--- config.mk ---
export PLATFORM = sky130hd
export DESIGN_NAME = alu_apb_top
export DESIGN_NICKNAME = d
export VERILOG_FILES = /design/src/common/alu_pkg.sv /design/src/alu/ripple_adder.sv /design/src/alu/ripple_subtractor.sv /design/src/alu/alu_core.sv /design/src/design/alu_apb_regs.sv /design/src/design/alu_apb_top.sv
export SDC_FILE = /design/constraint.sdc
export NUM_CORES = 1
export LEC_CHECK = 0
export ABC_AREA = 1
export BUFFER_PORTS_ARGS = -buffer_cell sky130_fd_sc_hd__buf_4
export CORE_ASPECT_RATIO = 1.25
export CORE_MARGIN = 5
export CORE_UTILIZATION = 50
export DETAILED_ROUTE_END_ITERATION = 8
export GPL_TIMING_DRIVEN = 0
export HOLD_SLACK_MARGIN = 0.05
export PLACE_DENSITY = 0.68
export SLEW_MARGIN = 20
export SYNTH_ARGS = -nofsm -noshare
export SYNTH_HDL_FRONTEND = slang
export SYNTH_HIERARCHICAL = 1
export SYNTH_SLANG_ARGS = --single-unit
--- constraint.sdc ---
create_clock -name clk -period 23.2 [get_ports clk]
set_clock_uncertainty 0.15 [all_clocks]
set_input_delay 4.64 -clock clk [delete_from_list [all_inputs] [get_ports clk]]
set_output_delay 4.64 -clock clk [all_outputs]
set_load 0.02 [all_outputs]
--- src/common/alu_pkg.sv ---
`default_nettype none

package alu_pkg;

    ////////////////////////////////////////////////////////////
    // widths

    localparam int data_w = 32;
    localparam int func_w = 3;
    localparam int addr_w = 8;   // apb byte address

    ////////////////////////////////////////////////////////////
    // function codes

    localparam logic [func_w-1:0] func_add    = 3'd0;
    localparam logic [func_w-1:0] func_sub    = 3'd1;
    localparam logic [func_w-1:0] func_and    = 3'd2;
    localparam logic [func_w-1:0] func_pass_a = 3'd3;
    localparam logic [func_w-1:0] func_or     = 3'd4;
    localparam logic [func_w-1:0] func_not_a  = 3'd5;
    localparam logic [func_w-1:0] func_xnor   = 3'd6;
    localparam logic [func_w-1:0] func_not_b  = 3'd7;

    ////////////////////////////////////////////////////////////
    // register map

    localparam logic [addr_w-1:0] addr_opa    = 8'h00;   // rw
    localparam logic [addr_w-1:0] addr_opb    = 8'h04;   // rw
    localparam logic [addr_w-1:0] addr_func   = 8'h08;   // rw, bits 2:0
    localparam logic [addr_w-1:0] addr_result = 8'h0C;   // ro, one wait state
    localparam logic [addr_w-1:0] addr_status = 8'h10;   // ro, one wait state

    typedef struct packed {
        logic              psel;
        logic              penable;
        logic              pwrite;
        logic [addr_w-1:0] paddr;
        logic [data_w-1:0] pwdata;
    } apb_req_t;

    typedef struct packed {
        logic [data_w-1:0] prdata;
        logic              pready;
        logic              pslverr;
    } apb_rsp_t;

    // zero lands in bit 0 of the status word
    typedef struct packed {
        logic borrow;
        logic carry;
        logic zero;
    } alu_flags_t;

endpackage

`default_nettype wire

--- src/alu/ripple_adder.sv ---
`timescale 1ns/1ps
`default_nettype none

module ripple_adder (
    input  logic [alu_pkg::data_w-1:0] a,
    input  logic [alu_pkg::data_w-1:0] b,
    output wire  [alu_pkg::data_w-1:0] sum,
    output logic                       carry
);

    wire [alu_pkg::data_w:0] c;   // c[i] is the carry into bit i

    assign c[0] = 1'b0;   // no carry-in

    ////////////////////////////////////////////////////////////
    // full-adder chain, two half adders and an or per bit

    for (genvar i = 0; i < alu_pkg::data_w; i++) begin : g_fa
        wire s1;
        wire c1;
        wire c2;

        // first half adder on the operand bits
        xor (s1, a[i], b[i]);
        and (c1, a[i], b[i]);

        // second half adder folds in the incoming carry
        xor (sum[i], s1, c[i]);
        and (c2, s1, c[i]);

        or  (c[i+1], c1, c2);
    end

    assign carry = c[alu_pkg::data_w];

endmodule

`default_nettype wire

--- src/alu/ripple_subtractor.sv ---
`timescale 1ns/1ps
`default_nettype none

module ripple_subtractor (
    input  logic [alu_pkg::data_w-1:0] a,
    input  logic [alu_pkg::data_w-1:0] b,
    output wire  [alu_pkg::data_w-1:0] diff,
    output logic                       borrow
);

    wire [alu_pkg::data_w:0] bw;   // bw[i] is the borrow into bit i

    assign bw[0] = 1'b0;

    ////////////////////////////////////////////////////////////
    // full-subtractor chain, a minus b

    for (genvar i = 0; i < alu_pkg::data_w; i++) begin : g_fs
        wire d1;
        wire na;
        wire nd1;
        wire b1;
        wire b2;

        // a - b for this bit
        xor (d1, a[i], b[i]);
        not (na, a[i]);
        and (b1, na, b[i]);

        // then take away the borrow from below
        xor (diff[i], d1, bw[i]);
        not (nd1, d1);
        and (b2, nd1, bw[i]);

        or  (bw[i+1], b1, b2);
    end

    // set when b > a unsigned
    assign borrow = bw[alu_pkg::data_w];

endmodule

`default_nettype wire

--- src/alu/alu_core.sv ---
`timescale 1ns/1ps
`default_nettype none

module alu_core (
    input  logic [alu_pkg::data_w-1:0] opa,
    input  logic [alu_pkg::data_w-1:0] opb,
    input  logic [alu_pkg::func_w-1:0] func,
    output logic [alu_pkg::data_w-1:0] result,
    output alu_pkg::alu_flags_t        flags
);

    logic [alu_pkg::data_w-1:0] sum_res;
    logic [alu_pkg::data_w-1:0] diff_res;
    logic [alu_pkg::data_w-1:0] and_res;
    logic [alu_pkg::data_w-1:0] or_res;
    logic [alu_pkg::data_w-1:0] xnor_res;
    logic [alu_pkg::data_w-1:0] not_a_res;
    logic [alu_pkg::data_w-1:0] not_b_res;
    logic [alu_pkg::data_w-1:0] pass_a_res;
    logic                       add_carry;
    logic                       sub_borrow;

    logic sel_add, sel_sub, sel_and, sel_pass_a;
    logic sel_or, sel_not_a, sel_xnor, sel_not_b;

    ripple_adder u_ripple_adder (
        .a     (opa),
        .b     (opb),
        .sum   (sum_res),
        .carry (add_carry)
    );

    ripple_subtractor u_ripple_subtractor (
        .a      (opa),
        .b      (opb),
        .diff   (diff_res),
        .borrow (sub_borrow)
    );

    ////////////////////////////////////////////////////////////
    // bitwise functions

    assign and_res    = opa & opb;
    assign or_res     = opa | opb;
    assign xnor_res   = ~(opa ^ opb);
    assign not_a_res  = ~opa;
    assign not_b_res  = ~opb;
    assign pass_a_res = opa;

    // one-hot decode of the function code
    assign sel_add    = (func == alu_pkg::func_add);
    assign sel_sub    = (func == alu_pkg::func_sub);
    assign sel_and    = (func == alu_pkg::func_and);
    assign sel_pass_a = (func == alu_pkg::func_pass_a);
    assign sel_or     = (func == alu_pkg::func_or);
    assign sel_not_a  = (func == alu_pkg::func_not_a);
    assign sel_xnor   = (func == alu_pkg::func_xnor);
    assign sel_not_b  = (func == alu_pkg::func_not_b);

    // and-or select, exactly one term is live
    assign result = ({alu_pkg::data_w{sel_add}}    & sum_res)    |
                    ({alu_pkg::data_w{sel_sub}}    & diff_res)   |
                    ({alu_pkg::data_w{sel_and}}    & and_res)    |
                    ({alu_pkg::data_w{sel_pass_a}} & pass_a_res) |
                    ({alu_pkg::data_w{sel_or}}     & or_res)     |
                    ({alu_pkg::data_w{sel_not_a}}  & not_a_res)  |
                    ({alu_pkg::data_w{sel_xnor}}   & xnor_res)   |
                    ({alu_pkg::data_w{sel_not_b}}  & not_b_res);

    // carry and borrow follow the operands, not the selected function
    assign flags = '{
        borrow: sub_borrow,
        carry:  add_carry,
        zero:   ~|result
    };

endmodule

`default_nettype wire

--- src/design/alu_apb_regs.sv ---
`timescale 1ns/1ps
`default_nettype none

module alu_apb_regs (
    input  logic                       clk,
    input  logic                       rst,
    input  alu_pkg::apb_req_t          req,
    output alu_pkg::apb_rsp_t          rsp,
    output logic [alu_pkg::data_w-1:0] opa,
    output logic [alu_pkg::data_w-1:0] opb,
    output logic [alu_pkg::func_w-1:0] func,
    input  logic [alu_pkg::data_w-1:0] result,
    input  alu_pkg::alu_flags_t        flags
);

    typedef struct packed {
        alu_pkg::alu_flags_t        flags;
        logic [alu_pkg::data_w-1:0] result;
    } capture_t;

    logic access;        // access phase of a transfer
    logic hit_opa;
    logic hit_opb;
    logic hit_func;
    logic hit_result;
    logic hit_status;
    logic mapped;
    logic writable;
    logic err;
    logic wr_en;
    logic slow;          // result or status read
    logic wait_q;        // first access cycle of a slow read done
    capture_t capture_q;
    logic [alu_pkg::data_w-1:0] rd_data;

    ////////////////////////////////////////////////////////////
    // address decode

    assign access     = req.psel & req.penable;
    assign hit_opa    = (req.paddr == alu_pkg::addr_opa);
    assign hit_opb    = (req.paddr == alu_pkg::addr_opb);
    assign hit_func   = (req.paddr == alu_pkg::addr_func);
    assign hit_result = (req.paddr == alu_pkg::addr_result);
    assign hit_status = (req.paddr == alu_pkg::addr_status);

    assign writable = hit_opa | hit_opb | hit_func;
    assign mapped   = writable | hit_result | hit_status;
    assign err      = ~mapped | (req.pwrite & ~writable);   // unmapped, or write to ro
    assign wr_en    = access & req.pwrite & writable;
    assign slow     = access & ~req.pwrite & (hit_result | hit_status);

    ////////////////////////////////////////////////////////////
    // registers

    always_ff @(posedge clk) begin
        if (rst) begin
            opa       <= '0;
            opb       <= '0;
            func      <= '0;
            wait_q    <= 1'b0;
            capture_q <= '0;
        end else begin
            if (wr_en & hit_opa) begin
                opa <= req.pwdata;
            end
            if (wr_en & hit_opb) begin
                opb <= req.pwdata;
            end
            if (wr_en & hit_func) begin
                func <= req.pwdata[alu_pkg::func_w-1:0];
            end

            // one wait state, then complete
            wait_q <= slow & ~wait_q;

            // sample the ripple path at the end of the wait state
            if (slow & ~wait_q) begin
                capture_q <= '{flags: flags, result: result};
            end
        end
    end

    ////////////////////////////////////////////////////////////
    // read side

    always_comb begin
        case (req.paddr)
            alu_pkg::addr_opa:    rd_data = opa;
            alu_pkg::addr_opb:    rd_data = opb;
            alu_pkg::addr_func: begin
                rd_data = {{(alu_pkg::data_w - alu_pkg::func_w){1'b0}}, func};
            end
            alu_pkg::addr_result: rd_data = capture_q.result;
            alu_pkg::addr_status: begin
                rd_data = {{(alu_pkg::data_w - $bits(alu_pkg::alu_flags_t)){1'b0}},
                           capture_q.flags};
            end
            default:              rd_data = '0;   // unmapped reads zero
        endcase
    end

    always_comb begin
        rsp.prdata  = rd_data;
        rsp.pready  = access & (~slow | wait_q);
        rsp.pslverr = access & err;   // err never pairs with slow
    end

endmodule

`default_nettype wire

--- src/design/alu_apb_top.sv ---
`timescale 1ns/1ps
`default_nettype none

module alu_apb_top (
    input  logic              clk,
    input  logic              rst,
    input  alu_pkg::apb_req_t req,
    output alu_pkg::apb_rsp_t rsp
);

    logic [alu_pkg::data_w-1:0] opa;
    logic [alu_pkg::data_w-1:0] opb;
    logic [alu_pkg::func_w-1:0] func;
    logic [alu_pkg::data_w-1:0] result;
    alu_pkg::alu_flags_t        flags;

    // bus side, operand registers and capture stage
    alu_apb_regs u_alu_apb_regs (
        .clk    (clk),
        .rst    (rst),
        .req    (req),
        .rsp    (rsp),
        .opa    (opa),
        .opb    (opb),
        .func   (func),
        .result (result),
        .flags  (flags)
    );

    alu_core u_alu_core (
        .opa    (opa),
        .opb    (opb),
        .func   (func),
        .result (result),
        .flags  (flags)
    );

endmodule

`default_nettype wire

# Yosys cells after proc, flatten, opt, wreduce, memory -nomap -nowiden
# Index checks and enable logic that the tools add are counted.
# totals
out_inout_bits	34
reg_bits	103
wordCells	414
in_bits	45
# classes
n_mux	1
eq_ne	11
reduce_logical	4
bitwise_logic	390
# op_table
cell	n
$and A32 B32 Y32	9
$or A32 B32 Y32	8
$pmux W32 S5	1
$and A1 B1 Y1	138
$not A32 Y32	3
$xor A1 B1 Y1	94
$or A1 B1 Y1	69
$not A1 Y1	68
$reduce_or A32 Y1	1
$xor A32 B32 Y32	1
$eq A8 B4 Y1 const B	2
$eq A3 B3 Y1 const B	4
$eq A8 B3 Y1 const B	1
$eq A8 B5 Y1 const B	1
$logic_not A8 Y1	1
$eq A3 B2 Y1 const B	2
$eq A3 B1 Y1 const B	1
$logic_not A3 Y1	1
$logic_not A1 Y1	1

# Depth between registers and ports, before layout
# depth
depth_word	73
mapped_depth	49
depth_no_buf	49

# Cells and area by module
# The synthesis kept the hierarchy.
# modules_own_cells
module	cells_per_inst	n_inst	area_each_um2	seq_area_each_um2
alu_apb_regs	855	1	5238.8	2062.0
alu_core	637	1	3567.2	0.0
ripple_subtractor	99	1	888.4	0.0
ripple_adder	38	1	659.4	0.0

# Worst setup path before layout
# OpenSTA, ideal clock, no wires.
# synth_timing
kind	reg2reg
start	register u_alu_apb_regs/opa[0] (netlist name)
end	register u_alu_apb_regs/capture_q[32] (netlist name)
arrival_ns	13.115
path_stages_with_launch	50
setup_ns	0.064
synth_period_minus_slack_ns	13.329
required_ns	22.986
slack_ns	9.871
cell_sequence	dfxtp_1 inv_1 ha_1 inv_1 fa_1 inv_1 fa_1 fa_1 fa_1 fa_1 fa_1 fa_1 fa_1 fa_1 fa_1 fa_1 fa_1 fa_1 [14 not listed] fa_1 fa_1 fa_1 inv_1 fa_1 nand2_1 nand2_1 nor2_1 nand2_1 nor2_1 nand2_1 nor2_1 nand2_1 nor2_1 inv_1 nand3_1 nand2_1 nor2_1
# synth_lines
element	line_no	text
start, declared	alu_apb_regs.sv:9	output logic [alu_pkg::data_w-1:0] opa,
start signal, assigned	alu_apb_regs.sv:64	opa <= req.pwdata;
end signal, assigned	alu_apb_regs.sv:78	capture_q <= '{flags: flags, result: result};
end, declared	alu_apb_regs.sv:33	capture_t capture_q;

==> qor.yml <==
finalHoldViolations: 0
syn_to_final_growth_pct: 11.9
worstHoldPathType: "reg -> reg"
drv_slew: 0
grt_pass1_wl_mm: 58.1
grt_pass1_vias: 10800
power_mw: 0.366
boundaryPins: 79
startpoint_type: "flip-flop"
status: "finished clean"
peakVddDrop_uv: 33.4
hpwl_mm: 27.3
maxCapViolCount: 0
insertion_delay_ns: 0.36
cts_setup_buffers: 0
cts_hold_buffers: 0
cts_buffers: 9
ys_ff_latch: 103
htree_levels: 3
reg2reg_depth: 49
leakagePower_nw: 5.99
die_w_um: 139
postRouteAntennaNets: 0
wl_per_cell_um: 18.6
grt.total_usage_pct: 31.0
setup_viol: 0
layout_common_cells: "383 x nand2_1, 257 x nor2_1, 256 x inv_1"
r2r_start: "u_alu_apb_regs/opa[0]"
grt_max_degree: 16
hold_depth: 2
yosys.cell_types.count: 26
core-area_um2: 20200
start_util_pct: 51.1
hold-path-endpoint: "u_alu_apb_regs/capture_q[9]"
drtIter0Drc: 995
syn_area_um2: 10400
critPathKind: "reg -> reg"
yosysSeqAreaShare_pct: 19.9
worstPathRequired_ns: 23.35
crit_family: "adder cells"
crit_top_cell: "fa_1"
vias_per_cell: 5.53
yosysWarnings: 6
synth_area_leaders: "dfxtp_1 20%, nand2_1 14%, fa_1 12%"
syn-mean-instance-area_um2: 6.36
final_nets: 1891
crit_buf_inv: 5
rsz0062_at_grt: "false"
syn_inst: 1629
slew_headroom_pct: 34.1
cts_max_path_buffers: 2
die_area_um2: 23700
finalSetupTns_ns: 0
grt_overflow: 0
synth_nets: 1802
period_share_pct: 62.8
clkTransAtPathRegs_ns: 0.07
worstSetupEndpointType: "flip-flop"
routed_wirelength_mm: 36.9
num_vias: 11000
r2r_slack_ns: 8.64
yosys.area.top_type_share_pct: 19.9
crit_path_max_incr_delay_ns: 0.50
rows: 58
tightest_slew_ns: 0.984
antenna_cells: 0
yosysTopAreaCell: "dfxtp_1"
cts_root_buf: "clkbuf_16"
cts.sinks: 103
worst_path_max_delay_cell: "dfxtp_1"
port-buffer-count: 78
cts_resized: 0
first_pass_iters: 6
cts_tree: "built"
crit_arrival_ns: 14.71
timing.rr.end: "u_alu_apb_regs/capture_q[32]"
power.density_nw_per_um2: 31.6
fin_crit_ns: 14.56
worstPathMaxFanout: 8
die_h_um: 171
antenna_found_initial: 0
gp_congestion: 1.02
min-delay-start: "u_alu_apb_regs/capture_q[9]"
fmax_mhz: 68.7
final_common_cell: "nand2_1"
drive_gt1_share_pct: 10.7
drc: 0
[registers in the layout (all words and copies together), names as in the netlist]
register,flops
u_alu_apb_regs/opa,32
u_alu_apb_regs/capture_q,35
u_alu_apb_regs/opb,32
u_alu_apb_regs/wait_q,1
u_alu_apb_regs/func,3
[worst max path at each step]
stage / slack, ns / startpoint / end / cells after the start
final: 8.64 / u_alu_apb_regs/opa[0] / u_alu_apb_regs/capture_q[32] / 49
after detailed placement: 8.78 / u_alu_apb_regs/opa[0] / u_alu_apb_regs/capture_q[32] / 49
after floorplan: 9.87 / u_alu_apb_regs/opa[0] / u_alu_apb_regs/capture_q[32] / 49
after global routing: 8.27 / u_alu_apb_regs/opa[0] / u_alu_apb_regs/capture_q[32] / 49
after global placement: 8.84 / u_alu_apb_regs/opa[0] / u_alu_apb_regs/capture_q[32] / 49
after CTS: 8.71 / u_alu_apb_regs/opa[0] / u_alu_apb_regs/capture_q[32] / 49
[where the power goes]
group | total (mW) | switching, mW | leakage [nW] | internal [mW]
Combinational | 0.0213 | 0.0137 | 5.01 | 0.00759
Clock | 0.168 | 0.0710 | 0.152 | 0.0968
Sequential | 0.177 | 0.0000530 | 0.829 | 0.177
[final cells by class]
type,instances,area [µm²]
Timing Repair Buffer,78,586
Clock inverter,3,68.8
Sequential cell,103,2060
Multi-Input combinational cell,1156,6680
Inverter,262,983
Buffer,108,628
Clock buffer,11,243
Fill cell,2042,8660
Tap cell,270,338
[synthesized netlist by cell type]
cell / instances
clkbuf_2: 3
nand3_4: 2
nand3b_1: 6
clkbuf_1: 27
nor3_4: 1
nand2_1: 383
inv_1: 256
buf_2: 37
buf_4: 14
buf_6: 16
buf_1: 11
nand2_2: 3
inv_2: 6
nor2_1: 257
nor3_2: 2
o21ai_0: 36
fa_1: 62
nor2_2: 5
nor2_4: 4
nand3_2: 1
nand4_1: 134
a21oi_1: 37
dfxtp_1: 103
nand3_1: 122
o21ai_1: 35
ha_1: 66
[worst min-delay path: stages, from the launching register on]
cell and delay (ns):
dfxtp_1 0.32, a21oi_1 0.04, nor2_1 0.08
[logic make-up (layout without fill, tap and decap cells)]
| group | Yosys count | count (layout) | share of synthesized area, % |
|---|---|---|---|
| and+or+nand+nor | 920 | 920 | 39.3 |
| adders and majority gates | 128 | 128 | 20.0 |
| AOI/OAI and AO/OA | 108 | 108 | 5.22 |
| buffers and inverters | 370 | 462 | 15.6 |
| DFF | 103 | 103 | 19.9 |
[metal layers]
layer / wire length [µm] / vias up / GRT usage, % / part of all wire, %
met5: 0 / - / 0 / 0
met4: 1580 / 0 / 13.7 / 4.3
met3: 3240 / 114 / 5.23 / 8.8
met2: 17600 / 587 / 54.2 / 48
met1: 14500 / 5047 / 37.8 / 39
li1: - / 5269 / - / -
[metrics by stage]
stage / instances / instance area (µm²) / hold WS [ns] / utilization [%] / setup WS, ns
after global routing: 1991 / 11600 / 0.357 / 57.2 / 8.27
after CTS: 1991 / 11600 / 0.336 / 57.2 / 8.71
after global placement: 1977 / 11300 / 0.311 / 55.7 / 8.84
after floorplan: 1629 / 10400 / 0.302 / - / 9.87
after detailed placement: 1977 / 11300 / 0.318 / 55.7 / 8.78
final: 1991 / 11600 / 0.334 / 57.2 / 8.64
No activity file was read; power rests on OpenSTA's default activity.
